$ cat src/druaga_settings.svh
`ifndef DRUAGA_SETTINGS_SVH
`define DRUAGA_SETTINGS_SVH

// Shared word memory in place of the SDRAM
`define ROM_WORDS     16384
`define MEM_AW        14

// Sound ROM region, download byte 0x4000
`define SND_WORD_BASE 8192

// CPU side byte address widths
`define MAIN_AW       14
`define SND_AW        13

// Download byte address width
`define DL_AW         15

`endif

$ cat src/druaga_pkg.sv
`include "druaga_settings.svh"

package druaga_pkg;

	// Board variants sharing this hardware
	typedef enum logic [2:0] {
		druaga_a = 3'd0,
		druaga_b = 3'd1,
		mappy    = 3'd2,
		digdug2  = 3'd3,
		motos    = 3'd4,
		superpac = 3'd5,
		grobda   = 3'd6,
		phozon   = 3'd7
	} game_model_e;

	typedef logic [15:0] mem_word_t;
	typedef logic [7:0]  rom_byte_t;

	// Word address into the shared memory
	typedef logic [`MEM_AW-1:0] mem_addr_t;

	// CPU byte addresses
	typedef logic [`MAIN_AW-1:0] main_addr_t;
	typedef logic [`SND_AW-1:0]  snd_addr_t;

endpackage

$ cat src/dip_mapper.sv
`timescale 1ns/1ps

module dip_mapper import druaga_pkg::*; (
	input  game_model_e model,
	input  logic [31:0] status,
	input  logic [5:0]  p1,     // Fire B, fire A, left, down, right, up
	input  logic [5:0]  p2,
	input  logic        coin,
	input  logic        start1,
	input  logic        start2,
	output rom_byte_t   dsw0,
	output rom_byte_t   dsw1,
	output rom_byte_t   dsw2,
	output rom_byte_t   inp0,
	output rom_byte_t   inp1,
	output rom_byte_t   inp2
);

	logic freeze;
	logic service;
	logic cabinet;

	assign freeze  = status[29];
	assign service = status[30];
	assign cabinet = 1'b0; // Upright only

	assign inp0 = {2'b00, p1};
	assign inp1 = {2'b00, p2};
	assign inp2 = {5'b00000, coin, start2, start1};

	always_comb begin
		case (model)
			druaga_a, druaga_b: begin
				dsw0 = {2'b00, status[9:8], 4'b0000}; // Lives
				dsw1 = {cabinet, 6'b000000, freeze};
				dsw2 = {dsw1[3:0], service, 3'b000};
			end
			mappy: begin
				dsw0 = {freeze, status[6], status[13], 2'b00, status[12:10]};
				dsw1 = {status[18:17], status[16:14], 3'b000}; // Lives, extend
				dsw2 = {2{service, cabinet, 2'b00}};
			end
			digdug2: begin
				dsw0 = {2'b00, status[19], 5'b00000};
				dsw1 = {cabinet, 3'b000, freeze, status[22], status[21:20]};
				dsw2 = {dsw1[3:0], service, 3'b000};
			end
			motos: begin
				dsw0 = {status[27], status[26:25], status[24], status[23], 3'b000};
				dsw1 = {service, cabinet, 6'b000000};
				dsw2 = 8'h00;
			end
			default: begin
				// No switches mapped yet
				dsw0 = 8'h00;
				dsw1 = 8'h00;
				dsw2 = 8'h00;
			end
		endcase
	end

endmodule

$ cat config.mk
export PLATFORM = sky130hd
export DESIGN_NAME = dip_mapper
export DESIGN_NICKNAME = d
export VERILOG_FILES = /design/src/druaga_pkg.sv /design/src/dip_mapper.sv
export VERILOG_INCLUDE_DIRS = /design/src /design/src/src
export SDC_FILE = /design/constraint.sdc
export NUM_CORES = 1
export LEC_CHECK = 0
export ABC_AREA = 1
export BUFFER_PORTS_ARGS = -buffer_cell sky130_fd_sc_hd__buf_2
export CAP_MARGIN = 10
export CORE_MARGIN = 3
export CORE_UTILIZATION = 23
export DETAILED_ROUTE_END_ITERATION = 8
export PLACE_DENSITY = 0.78
export SYNTH_ARGS = -nofsm -noshare
export SYNTH_HDL_FRONTEND = slang
export SYNTH_SLANG_ARGS = --single-unit
$ cat constraint.sdc
create_clock -name vclk -period 0.8
set_input_delay 0.12 -clock vclk [all_inputs]
set_output_delay 0.12 -clock vclk [all_outputs]
set_load 0.005 [all_outputs]
== Word-level counts from Yosys, hierarchy flattened ==
Cells that the tools add are included.
Widths: inputs -> output; s select.

* Eq/ne operators: 4
* Muxes and demuxes: 3
* Reduce and logical (&&, ||, !) cells: 2

{| class="wikitable"
|+ Operators with widths
! cell !! number
|-
| $pmux 8 s4 || 2
|-
| $pmux 8 s3 || 1
|-
| $eq 3x2->1 const B || 2
|-
| $eq 3x1->1 const B || 1
|-
| $eq 3x3->1 const B || 1
|-
| $logic_not 3->1 || 1
|-
| $reduce_or 2->1 || 1
|}

* Bits in registers: 0
* Input bits: 50
* Output and inout port bits: 48
* Word-level logic and storage cells: 9

== Longest topological paths before layout ==
* Depth in word-level cells: 3
* Depth in mapped cells: 6
* Depth with buffers taken out: 5

== Worst setup path before layout ==
No wires, ideal clock.

* Path type: input port to output port
* From: input model[2]
* To: output dsw2[5]
* Arrival time: 0.683 ns
* Data required time: 0.680 ns
* Slack: -0.003 ns
* Stages on the path: 5
* Path buffers: 2
* Cells stage by stage: buf_6 inv_2 nand3_2 nor2_1 buf_4

* Cells in the longest elaborated chain, start to end: 3
* Elaborated cells on any way between the ends: 6
* Classes of those cells: 3 x eq/ne; 1 x mux; 2 x reduce/logical

{| class="wikitable"
|+ Ends and longest elaborated chain
! element !! line !! text
|-
| start, declared || dip_mapper.sv:4 || <nowiki>input game_model_e model,</nowiki>
|-
| $eq 3x1->1 / $logic_not 3->1 (equally long branches) || dip_mapper.sv:32 || <nowiki>case (model)</nowiki>
|-
| $reduce_or 2->1 || dip_mapper.sv:32 ||
|-
| $pmux 8 s3 (*) || dip_mapper.sv:32 ||
|-
| end, declared || dip_mapper.sv:13 || <nowiki>output rom_byte_t dsw2,</nowiki>
|}

Every way passes the cells marked *; elsewhere a longest branch is shown, timed or not.

== Worst setup path after layout ==
* From: input model[2]
* To: output dsw0[2]

* Cells in the longest elaborated chain, start to end: 3
* Elaborated cells on any way between the ends: 7
* Classes of those cells: 4 x eq/ne; 1 x mux; 2 x reduce/logical

{| class="wikitable"
|+ Ends and longest elaborated chain
! element !! line !! text
|-
| $eq 3x1->1 / $logic_not 3->1 (equally long branches) || dip_mapper.sv:32 ||
|-
| $reduce_or 2->1 || dip_mapper.sv:32 ||
|-
| $pmux 8 s4 (*) || dip_mapper.sv:32 ||
|-
| end, declared || dip_mapper.sv:11 || <nowiki>output rom_byte_t dsw0,</nowiki>
|}

Marked as above.

==> results.ini <==
[layout]
drive_above_1_share_pct = 65.1
final_nets = 178
seq_area_um2 = 0
antenna_cells = 0
layout-area-overhead-vs-synth_pct = 72.3
layout_common_cells = 44 x buf_2, 14 x inv_1, 12 x conb_1
n_clock_buffer = 0
seq_cells = 0
final_common_cell = buf_2
fin_area_um2 = 826
final_cells = 151

[global_route]
grt_usage_pct = 7.65
grt_pass1_vias = 446
grt_max_degree = 9
antenna_found_initial = 0
grt_pass1_wl_um = 1690
overflow = 0

[critical_path]
critPathMaxStageDelay_ns = 0.14
critical_path_class = input pin to primary output
path_max_fanout = 6
endpoint_kind = primary output
path_cells = buf_8 -> nor2_4 -> nand2_4 -> buf_6 -> nor2_1 -> buf_2
cp.buffers_inverters = 3
critPathRequiredTime_ns = 0.68
critPathArrivalTime_ns = 0.79
startpoint_type = input pin
cpLargestDelayFamily = buffers and inverters
crit_slowest_cell = nor2_4

[sta]
holdWs_ns = 0.240
rsz0062_at_grt = yes
period_share_pct = 113
period_minus_slack_ns = 0.906
timing.setup.tns_ns = -0.918
report.final.slew_viol_count = 0
hold_violations = 0
finalSetupViolations = 13
fin_ws_ns = -0.106
fmax_mhz = 1100

[power_and_ir_drop]
powerDensity_nw_per_um2 = 418
vdd_drop_max_v = 0.000236
p_leak_uw = 0.000524

[floorplan]
ioPinCount = 98
fp.dieW_um = 51.6
dieArea_um2 = 2670
core_area_um2 = 1840
start_util_pct = 26.1
dieHeight_um = 51.6
num_rows = 15

[placement]
place_area_um2 = 638
io_buffers = 47
hpwl_um = 1120
gp_congestion = 0.742
dpl.cell_count = 149

[detailed_routing]
detail-route-antenna-nets = 0
wire_per_inst_um = 9.32
totalWireLength_um = 1410
routed_via_density = 3.98
drt-pass1-iter-count = 3
via_count = 601
drt_iter0_markers = 2
drc_errors = 0

[run]
cap_violations = 0

[clock_network]
cts_hold_buf = 0

[yosys]
syn_inst = 87
synth_area_um2 = 479
synth_area_per_cell_um2 = 5.51
ys_warn_count = 0
yosysUniqueCellTypes = 14
synth-seq-area-share_pct = 0

[outcome]
violations = negative setup slack
status = complete, but fails checks

[min_path]
hold_path.class = input pin to primary output

worst paths after layout:
path              cells past startpoint      from      end
setup / recovery                      6  model[2]  dsw0[2]
hold / removal                        0     p1[1]  inp0[1]
synthesized netlist by cell type:
| cell type | n | area, um^2 |
|---|---|---|
| buf_4 | 29 | 218 |
| buf_6 | 1 | 11.3 |
| conb_1 | 1 | 3.75 |
| inv_1 | 15 | 56.3 |
| inv_2 | 2 | 7.51 |
| nand2_1 | 10 | 37.5 |
| nand2_2 | 1 | 6.26 |
| nand3_1 | 8 | 40.0 |
| nand3_2 | 1 | 10.0 |
| nand4_1 | 1 | 6.26 |
| nor2_1 | 11 | 41.3 |
| nor2_4 | 1 | 11.3 |
| o21ai_0 | 5 | 25.0 |
| o21ai_1 | 1 | 5.00 |
power breakdown:
group	leakage (uW)	switching (uW)	internal (uW)
combinational	0.000524	163	183
clock	0	0	0
sequential	0	0	0
timing repair:
action / CTS / global route
setup endpoints to repair: 20 / 20
buffers inserted: 0 / 2
pin swaps: 10 / 11
gates resized for setup: 27 / 25
cell type report:
class	count	area [um^2]
Timing Repair Buffer	58	399
Multi-Input combinational cell	51	324
Fill cell	195	1010
Tap cell	25	31.3
Inverter	17	71.3
logic make-up (layout without fill, tap and decap cells):
kind of cell           Yosys count  count (layout)  share of synthesized area (%)
AOI/OAI and AO/OA                6               6                           6.26
buffers and inverters           47              75                           61.1
other                            1              12                          0.783
and+or+nand+nor                 33              33                           31.9
routing by layer:
layer	vias to the layer above	routed length, um	track usage (%)
li1	301	-	-
met1	257	417	7.90
met2	35	762	15.5
met3	8	211	0.860
met4	0	17	2.62
met5	-	0	0
through the flow:
stage / utilization (%) / power (uW) / worst slack [ns]
after global placement: 34.7 / 249 / -0.160
after CTS: 39.1 / 296 / -0.0991
after floorplan: - / 202 / -0.00316
final: 44.9 / 345 / -0.106
after detailed placement: 34.7 / 251 / -0.171
after global routing: 44.9 / 379 / -0.158
Power figures use the tool's default switching activity.
