--- config.mk ---
export PLATFORM = sky130hd
export DESIGN_NAME = rom_loader
export DESIGN_NICKNAME = d
export VERILOG_FILES = /design/src/druaga_pkg.sv /design/src/rom_loader.sv
export VERILOG_INCLUDE_DIRS = /design/src /design/src/src
export SDC_FILE = /design/constraint.sdc
export NUM_CORES = 1
export LEC_CHECK = 0
export BUFFER_PORTS_ARGS = -buffer_cell sky130_fd_sc_hd__buf_2
export CORE_MARGIN = 4
export CORE_UTILIZATION = 36
export CTS_CLUSTER_SIZE = 30
export DETAILED_ROUTE_END_ITERATION = 16
export PLACE_DENSITY_LB_ADDON = 0.1
export SLEW_MARGIN = 20
export SYNTH_ARGS = -nofsm -noshare
export SYNTH_HDL_FRONTEND = slang
export SYNTH_SLANG_ARGS = --single-unit
--- constraint.sdc ---
create_clock -name clock_48 -period 1.8 [get_ports clock_48]
set_input_delay 0.09 -clock clock_48 [delete_from_list [all_inputs] [get_ports clock_48]]
set_output_delay 0.09 -clock clock_48 [all_outputs]
set_load 0.03 [all_outputs]
--- src/druaga_settings.svh ---
`ifndef DRUAGA_SETTINGS_SVH
`define DRUAGA_SETTINGS_SVH

// Shared word memory in place of the SDRAM
`define ROM_WORDS     16384
`define MEM_AW        14

// Sound ROM region, download byte 0x4000
`define SND_WORD_BASE 8192

// CPU side byte address widths
`define MAIN_AW       14
`define SND_AW        13

// Download byte address width
`define DL_AW         15

`endif

--- src/druaga_pkg.sv ---
`include "druaga_settings.svh"

package druaga_pkg;

	// Board variants sharing this hardware
	typedef enum logic [2:0] {
		druaga_a = 3'd0,
		druaga_b = 3'd1,
		mappy    = 3'd2,
		digdug2  = 3'd3,
		motos    = 3'd4,
		superpac = 3'd5,
		grobda   = 3'd6,
		phozon   = 3'd7
	} game_model_e;

	typedef logic [15:0] mem_word_t;
	typedef logic [7:0]  rom_byte_t;

	// Word address into the shared memory
	typedef logic [`MEM_AW-1:0] mem_addr_t;

	// CPU byte addresses
	typedef logic [`MAIN_AW-1:0] main_addr_t;
	typedef logic [`SND_AW-1:0]  snd_addr_t;

endpackage

--- src/rom_loader.sv ---
`timescale 1ns/1ps
`include "druaga_settings.svh"

module rom_loader import druaga_pkg::*; (
	input  logic              clock_48,
	input  logic              rst_n,
	input  logic              ioctl_download,
	input  logic              ioctl_wr,
	input  logic [`DL_AW-1:0] ioctl_addr,
	input  rom_byte_t         ioctl_dout,
	input  logic              status_reset,
	output logic              wr_en,
	output mem_addr_t         wr_addr,
	output logic [1:0]        wr_be,
	output mem_word_t         wr_data,
	output logic              rom_loaded,
	output logic              core_reset
);

	logic              ioctl_wr_last;
	logic              dl_last;
	logic [`DL_AW-2:0] dl_word;
	logic              wr_edge;

	assign dl_word = ioctl_addr[`DL_AW-1:1];
	assign wr_edge = ioctl_download & ioctl_wr & ~ioctl_wr_last;

	always_ff @(posedge clock_48 or negedge rst_n) begin
		if (!rst_n) begin
			ioctl_wr_last <= 1'b0;
			dl_last       <= 1'b0;
			wr_en         <= 1'b0;
			rom_loaded    <= 1'b0;
			core_reset    <= 1'b1;
		end else begin
			ioctl_wr_last <= ioctl_wr;
			dl_last       <= ioctl_download;
			wr_en         <= wr_edge;

			// End of download, sticky until reset
			if (dl_last & ~ioctl_download) begin
				rom_loaded <= 1'b1;
			end

			core_reset <= status_reset | ioctl_download | ~rom_loaded;
		end
	end

	// Byte goes on both lanes, enable picks one
	always_ff @(posedge clock_48) begin
		if (wr_edge) begin
			wr_addr <= mem_addr_t'(dl_word);
			wr_be   <= ioctl_addr[0] ? 2'b10 : 2'b01; // Odd byte is high lane
			wr_data <= {ioctl_dout, ioctl_dout};
		end
	end

endmodule

Word-level counts from Yosys, hierarchy flattened
Index checks and enable logic that the tools add are counted.
{"block": "op_classes", "n_mux": 1, "n_bitwise": 8}
{"cell": "1-bit AND", "count": 3}
{"cell": "1-bit NOT", "count": 3}
{"cell": "2-bit two-way mux", "count": 1}
{"cell": "1-bit OR", "count": 2}
{"block": "word_totals", "register_bits": 37, "output_inout_bits": 35, "inputBits": 28, "word_cells": 17}

Longest topological paths before layout
{"block": "logic_depth", "depth_word": 2, "mapped_depth": 2, "ltp_nobuf": 2}

Least setup slack after synthesis
Ideal clock, no wire load.
{"block": "synth_timing", "path_kind": "reg2reg", "from": "reg ioctl_wr_last", "to": "reg wr_addr[0] (enable)", "arrival_time_ns": 1.409, "setup_slack_ns": -0.015, "stages_incl_launch_ff": 2, "path_buffers": 0, "required_time_ns": 1.394, "setup_ns": 0.406, "path_cell_list": "dfrtp_1 -> nor2_1"}
{"block": "synth_via", "elab_chain_cells": 2}
{"item": "start, declared", "line": "rom_loader.sv:20", "rtl": "logic ioctl_wr_last;"}
{"item": "start signal, assigned", "line": "rom_loader.sv:36", "rtl": "ioctl_wr_last <= ioctl_wr;"}
{"item": "1-bit NOT", "line": "rom_loader.sv:26", "rtl": "assign wr_edge = ioctl_download & ioctl_wr & ~ioctl_wr_last;"}
{"item": "1-bit AND", "line": "rom_loader.sv:26"}
{"item": "via wr_edge", "line": "rom_loader.sv:23", "rtl": "logic wr_edge;"}
{"item": "end signal, assigned", "line": "rom_loader.sv:52", "rtl": "wr_addr <= mem_addr_t'(dl_word);"}
{"item": "end, declared", "line": "rom_loader.sv:13", "rtl": "output mem_addr_t wr_addr,"}
The timed path passes the listed nets, and every way through them passes these cells.
A chain may end at the register's enable or synchronous reset.

Worst setup path after layout
{"block": "layout_timing", "from": "in ioctl_download", "to": "reg wr_addr[2] (enable)"}
{"block": "layout_via", "elab_chain_cells": 2}
{"item": "start, declared", "line": "rom_loader.sv:7", "rtl": "input logic ioctl_download,"}
{"item": "1-bit AND (2 in a row)", "line": "rom_loader.sv:26"}
{"item": "via wr_edge", "line": "rom_loader.sv:23"}
The timed path passes the listed nets, and every way through them passes these cells.

==> metrics.txt <==
Rel. slew slack 0.707; Mapped Area 937 µm²; VDD IR max 0.585 mV; Syn Inst Count 44; HP Class in -> async; Antenna Diode Count 0; number of flops mapped to enable cells by yosys 24; vias per cell 4.12; Row Count 18; WL met1 606 µm; CP Capture Type register; Clk Latency, worst-skew pair 0.30 ns; starting density of the core 0.378; met2 WL 1.05 mm; Core Area 0.00248 mm²; Die H between 50 and 60 µm; outcome finished, final reports clean; # port buffers 62; CP max stage cell dlygate4sd3_1; # nets final 161; CTS Buf Count 5; Worst Path Arrival 1.36 ns; final hold violations 0; max_cap viols 0; ys async rst share 0.172; global-route wire length before repair 2.83 mm; Slowest Stage Delay on Critical Path 0.52 ns; crit-path max FO 18; final cell count without fillers about 160; CP Data Required Time 1.81 ns; Fill cells 190; critical path class in -> reg; placed inst area 0.00125 mm²; vias in the first global route roughly 660; Synth top area share 0.769; Design Power 1.29 mW; IO Pins 63; RSZ-0062 raised after global routing false; root buffer cell clkbuf_4; CTS tree built; number of DRC markers in iteration 0 7; hpwl dp 1.40 mm; design area 0.00158 mm²; GR Overflow Total 0; DR top layer met4; Fin Clk Skew 0.00502 ns; # resized after CTS 0; leak pwr 0.694 nW; reg-to-reg slack, setup 0.54 ns; met3 WL 202 µm; fmax 741 MHz; Yosys warnings 0; startpoint types primary input; Layout area overhead 68.2%; worst-path cell chain dlygate4sd3_1 -> buf_2 -> nand2_1 -> nor2_2 -> buf_12; cell taking the most area after synthesis edfxtp_1; via count 675; Synth Register Bits 29; Crit. Startpoint ioctl_download; pre-CTS WS ~0.54 ns; Hold Slack 0.150 ns; setup_tns 0 ns; final setup fails 0; Tightest Pin Transition around 0.44 ns; final setup margin 0.451 ns; mean post-synth cell area 21.3 µm²; CTS H-Tree Depth 2; post-synthesis net count slightly above 70; Total GRT Usage 0.115; CTS max path bufs 2; PwrDens 818 mW/mm²; DR DRC count 0; Routed Wire Length 1.88 mm; Reg2Reg Depth 2; Final Util 0.636; initial antenna violation count 0; critical path endpoint wr_addr[2]$_DFFE_PP_; period utilisation layout 0.749; dpl cells about 130; Crit Reg-Reg Endpoint wr_addr[2]$_DFFE_PP_; Die Span X 59.0 µm; Seq/Total Area, Yosys 0.904; most used flip-flop cell after synthesis edfxtp_1; post-CTS setup buffer count 0; Die ar. 0.00348 mm²; CTS Hold Buffers Added 27; largest net degree at the start of global routing 19; count leader, synth edfxtp_1; share of layout cells above drive strength 1 0.530; Synth top cells by count edfxtp_1, buf_4, dfrtp_1; Final min period 1.35 ns; final antenna-violating net count 0; synth top area cells edfxtp_1, dfrtp_1, buf_4; Synth cell types 8; routed len/inst 11.5 µm; Pre-antenna DRT Iters 3; GP Congestion 0.641; CTS Sinks 29; Worst R2R Start ioctl_wr_last$_DFF_PN0_; Worst-path clk slew 0.08 ns; fin. max-slew vios 0
## power breakdown
part           internal [mW]  switching, mW
Combinational         0.0768         0.0782
Sequential             0.751        0.00530
Clock                  0.192          0.186
## layout by cell type (no fill, tap or decap)
| master | instances |
|---|---|
| buf_2 | 62 |
| dlygate4sd3_1 | 27 |
| edfxtp_1 | 24 |
| clkbuf_4 | 5 |
| dfrtp_1 | 4 |
| inv_1 | 2 |
| nand2_1 | 2 |
| clkbuf_1 | 2 |
| nor2_2 | 1 |
| a21o_1 | 1 |
| nor2_1 | 1 |
| clkbuf_8 | 1 |
| dfstp_2 | 1 |
| buf_12 | 1 |
## how the worst min path moves through the flow
stage	startpoint	to	slack, ns	cells past startpoint
floorplan	rst_n	dl_last$_DFF_PN0_	-0.21	0
global placement	rst_n	dl_last$_DFF_PN0_	-0.09	1
detailed placement	rst_n	ioctl_wr_last$_DFF_PN0_	-0.09	1
CTS	rst_n	dl_last$_DFF_PN0_	0.11	2
global route	rst_n	ioctl_wr_last$_DFF_PN0_	0.15	2
finish	rst_n	dl_last$_DFF_PN0_	0.15	2
## cells by family (layout without fill, tap and decap cells)
| logic type | after synthesis | after routing | share of synthesized area |
|---|---|---|---|
| flops | 29 | 29 | 0.904 |
| buf+inv | 10 | 100 | 0.0721 |
| compound gates | 1 | 1 | 0.00801 |
| simple gates | 4 | 4 | 0.0160 |
## state kept, by name, indices dropped and copies added, names as in the netlist
name and flops:
rom_loaded 1, ioctl_wr_last 1, core_reset 1, wr_data 8
wr_be 2, wr_addr 14, dl_last 1, wr_en 1
## worst max-delay path: cells and delay by family
kind	cells	cell delay, ns
buf+inv	3	0.85
simple gates	2	0.41
## metal layers
metal	global-route usage	up-vias
met5	0	-
met4	0.0388	0
met3	0.0545	4
met2	0.218	38
met1	0.105	308
li1	-	325
## layout make-up
cell class / instances / area [µm²] / area share
well taps: 30 / 37.5 / 0.0238
clock buffers: 8 / 58.8 / 0.0373
multi-input cells: 5 / 25.0 / 0.0159
inverters: 2 / 7.51 / 0.00476
repair buffers: 90 / 601 / 0.381
flip-flops and latches: 29 / 847 / 0.537
(Power assumes the default switching activity.)
