[src/druaga_settings.svh]
`ifndef DRUAGA_SETTINGS_SVH
`define DRUAGA_SETTINGS_SVH

// Shared word memory in place of the SDRAM
`define ROM_WORDS     16384
`define MEM_AW        14

// Sound ROM region, download byte 0x4000
`define SND_WORD_BASE 8192

// CPU side byte address widths
`define MAIN_AW       14
`define SND_AW        13

// Download byte address width
`define DL_AW         15

`endif

[src/druaga_pkg.sv]
`include "druaga_settings.svh"

package druaga_pkg;

	// Board variants sharing this hardware
	typedef enum logic [2:0] {
		druaga_a = 3'd0,
		druaga_b = 3'd1,
		mappy    = 3'd2,
		digdug2  = 3'd3,
		motos    = 3'd4,
		superpac = 3'd5,
		grobda   = 3'd6,
		phozon   = 3'd7
	} game_model_e;

	typedef logic [15:0] mem_word_t;
	typedef logic [7:0]  rom_byte_t;

	// Word address into the shared memory
	typedef logic [`MEM_AW-1:0] mem_addr_t;

	// CPU byte addresses
	typedef logic [`MAIN_AW-1:0] main_addr_t;
	typedef logic [`SND_AW-1:0]  snd_addr_t;

endpackage

[src/rom_fetch_port.sv]
`timescale 1ns/1ps

module rom_fetch_port import druaga_pkg::*; #(
	parameter type addr_type = main_addr_t,
	parameter int  word_base = 0
) (
	input  logic      clock_48,
	input  logic      rst_n,
	input  logic      cpu_rd,
	input  addr_type  cpu_addr,
	output rom_byte_t cpu_data,
	output logic      cpu_valid,
	output logic      rd_req,
	output mem_addr_t rd_addr,
	input  logic      rd_done,
	input  mem_word_t rd_data
);

	logic     pending;
	addr_type req_addr;
	logic     take_req;

	assign take_req = cpu_rd & ~pending; // Pulses while busy are dropped

	// Request drops as soon as the data is back
	assign rd_req  = pending & ~rd_done;
	assign rd_addr = mem_addr_t'(word_base) + mem_addr_t'(req_addr >> 1);

	always_ff @(posedge clock_48 or negedge rst_n) begin
		if (!rst_n) begin
			pending   <= 1'b0;
			cpu_valid <= 1'b0;
		end else begin
			cpu_valid <= rd_done;
			if (rd_done) begin
				pending <= 1'b0;
			end else if (take_req) begin
				pending <= 1'b1;
			end
		end
	end

	always_ff @(posedge clock_48) begin
		if (take_req) begin
			req_addr <= cpu_addr;
		end

		// Lane select from the latched byte address
		if (rd_done) begin
			cpu_data <= req_addr[0] ? rd_data[15:8] : rd_data[7:0];
		end
	end

endmodule

[config.mk]
export PLATFORM = sky130hd
export DESIGN_NAME = rom_fetch_port
export DESIGN_NICKNAME = d
export VERILOG_FILES = /design/src/druaga_pkg.sv /design/src/rom_fetch_port.sv
export VERILOG_INCLUDE_DIRS = /design/src /design/src/src
export SDC_FILE = /design/constraint.sdc
export NUM_CORES = 1
export LEC_CHECK = 0
export ABC_AREA = 1
export BUFFER_PORTS_ARGS = -buffer_cell sky130_fd_sc_hd__buf_4
export CAP_MARGIN = 20
export CORE_MARGIN = 2
export CORE_UTILIZATION = 40
export CTS_CLUSTER_SIZE = 14
export DETAILED_ROUTE_END_ITERATION = 8
export PLACE_DENSITY = 0.83
export SYNTH_ARGS = -nofsm -noshare
export SYNTH_HDL_FRONTEND = slang
export SYNTH_SLANG_ARGS = --single-unit
export TNS_END_PERCENT = 1
[constraint.sdc]
create_clock -name clock_48 -period 1.6 [get_ports clock_48]
set_clock_uncertainty 0.05 [all_clocks]
set_input_delay 0.08 -clock clock_48 [delete_from_list [all_inputs] [get_ports clock_48]]
set_output_delay 0.08 -clock clock_48 [all_outputs]
set_load 0.01 [all_outputs]
### Word level (Yosys, flattened, before mapping)

Cells that the tools add are included.

| operators by class | value |
|---|---|
| muxes and demuxes | 3 |
| bitwise logic cells | 4 |
| reduce and logical (&&, ||, !) cells | 1 |

Operators with widths:

| kind | count |
|---|---|
| 2-to-1 mux 8 bit | 1 |
| AND 1 bit | 2 |
| 2-to-1 mux 1 bit | 2 |
| NOT 1 bit | 2 |
| nonzero test 2 bit | 1 |

| storage, ports and cells | value |
|---|---|
| flip-flop bits (word level) | 24 |
| input port bits | 34 |
| output and inout bits | 24 |
| word-level logic and storage cells | 12 |

### Logic depth before layout (Yosys ltp)

| depth | value |
|---|---|
| depth after elaboration | 4 |
| depth in mapped cells | 4 |
| mapped depth without buffers | 3 |

### Worst setup path after synthesis

Ideal clock, no wire load.

| path | value |
|---|---|
| kind | register to register |
| start point | register pending |
| end point | register req_addr[0] in the netlist's numbering, enable pin |
| library setup time | 0.384 ns |
| arrival time | 0.992 ns |
| path slack | 0.174 ns |
| cell stages (with the launch flop) | 2 |
| buffers on the path | 0 |
| clock period less this slack | 1.426 ns |
| path through | dfrtp_1 > nor2_1 |

| on the way | value |
|---|---|
| word-level cells in the longest chain between the ends | 2 |

RTL lines:

| what | RTL line | RTL |
|---|---|---|
| start, declared | rom_fetch_port.sv:19 | `logic pending;` |
| start signal, assigned | rom_fetch_port.sv:31 | `pending <= 1'b0;` |
| start signal, assigned | rom_fetch_port.sv:36 | `pending <= 1'b0;` |
| start signal, assigned | rom_fetch_port.sv:38 | `pending <= 1'b1;` |
| NOT 1 bit | rom_fetch_port.sv:23 | `assign take_req = cpu_rd & ~pending;` |
| AND 1 bit | rom_fetch_port.sv:23 |  |
| named net take_req | rom_fetch_port.sv:21 | `logic take_req;` |
| end signal, assigned | rom_fetch_port.sv:45 | `req_addr <= cpu_addr;` |
| end, declared | rom_fetch_port.sv:20 | `addr_type req_addr;` |

The timed path passes the listed nets, and every way through them passes these cells.
A chain may end at the register's enable or synchronous reset.

### Final worst setup path

| path | value |
|---|---|
| start point | input rd_done |
| end point | output rd_req |

| on the way | value |
|---|---|
| word-level cells in the longest chain between the ends | 2 |

RTL lines:

| what | RTL line | RTL |
|---|---|---|
| start, declared | rom_fetch_port.sv:15 | `input logic rd_done,` |
| NOT 1 bit | rom_fetch_port.sv:26 | `assign rd_req = pending & ~rd_done;` |
| AND 1 bit | rom_fetch_port.sv:26 |  |
| end, declared | rom_fetch_port.sv:13 | `output logic rd_req,` |

No other way between the ends.

==> results.json <==
{
  "synthAdderAreaFrac_pct": 0,
  "antenna_cells": 0,
  "synth.avg_cell_area_um2": 13.2,
  "layout_commonest_cell": "buf_4",
  "end_kind": "output port",
  "path_class": "in -> out",
  "grt_start_max_net_pins": 15,
  "synth_mux_area_share_pct": 0,
  "internal-power_mw": 1.02,
  "fin_ws_ns": 0.378,
  "hold_buffers": 28,
  "num_vias": 759,
  "rows": 17,
  "place_congestion": 0.639,
  "status": "completed",
  "io_buffers": 56,
  "mostFrequentLayoutCells": "57 x buf_4, 30 x dlygate4sd3_1, 27 x nand2_1",
  "worst_hold_path.endpoint": "cpu_data[6]$_DFFE_PP_",
  "die-width_um": 52.8,
  "syn_inst": 72,
  "synth-seq-cells": 24,
  "numCtsBuffers": 3,
  "die_area_um2": 2780,
  "via_per_inst": 4.31,
  "start_kind": "input port",
  "cp_slowest_cell": "dlygate4sd3_1",
  "fin_crit_sh_pct": 76.3,
  "crit_chain": "dlygate4sd3_1, buf_4, inv_1, nand2_1, inv_1, buf_4",
  "syn_area_um2": 951,
  "switching_power_mw": 0.266,
  "grt_pass1_vias": 764,
  "crit_buf_inv": 5,
  "wl_per_cell_um": 11.9,
  "r2r_slack_ns": 0.44,
  "yosysUniqueCellTypes": 9,
  "timing.rr.start": "req_addr[0]$_DFFE_PP_",
  "setup_viol": 0,
  "grt_pass1_wl_um": 3230,
  "synth_xor_area_share_pct": 0,
  "ys_seq_area_share_pct": 74.7,
  "synth-compound-area-share_pct": 0,
  "cts-root-buf": "clkbuf_4",
  "drt-initial-drc-count": 8,
  "r2r-end": "cpu_data[3]$_DFFE_PP_",
  "drt_pass1_iterations": 4,
  "utilization_pct": 73.2,
  "rr_worst_depth": 3,
  "hp-start": "rd_data[14]",
  "final_max_slew_viol_count": 0,
  "clkSlewWorstSetupHoldPaths_ns": 0.12,
  "max_freq_ghz": 0.819,
  "crit_family": "buffers and inverters",
  "fin_crit_ns": 1.22,
  "ctsResizeCount": 0,
  "syn_nets": 106,
  "cap_violations": 0,
  "clk_latency_ns": 0.30,
  "synth_top_family_by_area": "buffers and inverters",
  "worst_path_largest_cell_delay_ns": 0.53,
  "crit_required_ns": 1.47,
  "die_h_um": 52.8,
  "areaGrowthSynthToFinish_pct": 71.8,
  "drive_above_1_share_pct": 41.9,
  "synth_warnings": 0,
  "grt_use_total_pct": 16.5,
  "combinationalPowerShare_pct": 18.3,
  "pwr_density_cell_nw_per_um2": 786,
  "boundaryPins": 58,
  "htreeDepth": 1,
  "rsz0062_at_grt": "false",
  "dpl_worst_slack_ns": 0.514,
  "clock_path_buffers": 2,
  "switching_share_pct": 20.7,
  "hold_violations": 0,
  "start_util_pct": 42.6,
  "antenna_left": 0,
  "wl_um": 2100,
  "vdd_drop_max_mv": 0.562,
  "crit_fanout": 10,
  "p_leak_nw": 0.765,
  "critPathArrivalTime_ns": 1.09,
  "grt-ovfl-total": 0,
  "drc": 0,
  "hold_class": "in -> reg",
  "power_frac_seq_pct": 57.9,
  "post_cts_buffers": 0,
  "nets": 183,
  "fp.coreArea_um2": 2230,
  "setup_tns_ns": 0,
  "numClockSinks": 24,
  "synthSimpleGateAreaFrac_pct": 11.1,
  "tritoncts": "done",
  "hold_depth": 3,
  "p_clk_share_pct": 23.8,
  "antenna_found_initial": 0
}
-- worst max path at each step --
stage               cells after the start  slack, ns                  start               endpoint
global route                            6       0.33                rd_done                 rd_req
detailed placement                      3       0.51  req_addr[0]$_DFFE_PP_  cpu_data[3]$_DFFE_PP_
global placement                        3       0.56  req_addr[0]$_DFFE_PP_  cpu_data[3]$_DFFE_PP_
finish                                  6       0.38                rd_done                 rd_req
floorplan                               1       0.17    pending$_DFFE_PN0P_  req_addr[0]$_DFFE_PP_
CTS                                     6       0.38                rd_done                 rd_req
-- layout make-up --
| type | count | area [um2] |
|---|---|---|
| Clock buffer | 4 | 36.3 |
| Fill cell | 151 | 599 |
| Inverter | 4 | 15.0 |
| Multi-Input combinational cell | 29 | 109 |
| Sequential cell | 24 | 711 |
| Tap cell | 28 | 35.0 |
| Timing Repair Buffer | 87 | 728 |
-- cell usage after synthesis --
master    count  share of area [%]
nor2_1        1               0.39
buf_6         1                1.2
conb_1        1               0.39
inv_1         3                1.2
nand2_1      27                 11
buf_4        14                 11
inv_2         1               0.39
edfxtp_1     22                 69
dfrtp_1       2                5.3
-- through the flow --
stage,cell area (um2),std cells,hold WS (ns),total power [mW]
4_1_cts,1610,174,0.00344,1.28
3_5_place_dp,1300,142,-0.185,0.933
2_1_floorplan,951,72,-0.266,0.833
3_3_place_gp,1300,142,-0.188,0.927
6_report,1630,176,0.0142,1.28
5_1_grt,1630,176,0.0102,1.34
-- layer usage --
layer | routed length (um) | track usage [%] | part of all wire (%)
met3 | 225 | 4.86 | 11
met2 | 1100 | 31.5 | 52
met5 | 0 | 0 | 0
met4 | 19 | 6.41 | 0.91
met1 | 756 | 16.4 | 36
-- kinds of logic (layout without fill, tap and decap cells) --
group | count (synthesis) | after routing
buf+inv | 19 | 95
flops | 24 | 24
other cells | 1 | 1
simple gates | 28 | 28
-- worst reg2reg max path: cells and delay by family, from the launching register on --
| kind | cells | cell delay [ns] |
|---|---|---|
| flops | 1 | 0.57 |
| buf+inv | 1 | 0.15 |
| simple gates | 2 | 0.17 |
-- power by group through the flow --
stage               Clock (mW)  Sequential (mW)  Combinational (mW)
CTS                      0.307            0.744               0.229
global placement             0            0.757               0.169
global route             0.340            0.748               0.256
finish                   0.305            0.744               0.235
detailed placement           0            0.758               0.175
floorplan                    0            0.763              0.0699
-- registers in the layout (all words and copies together) (netlist names) --
signal / count
req_addr: 14
cpu_valid: 1
pending: 1
cpu_data: 8
(Power assumes the default switching activity.)
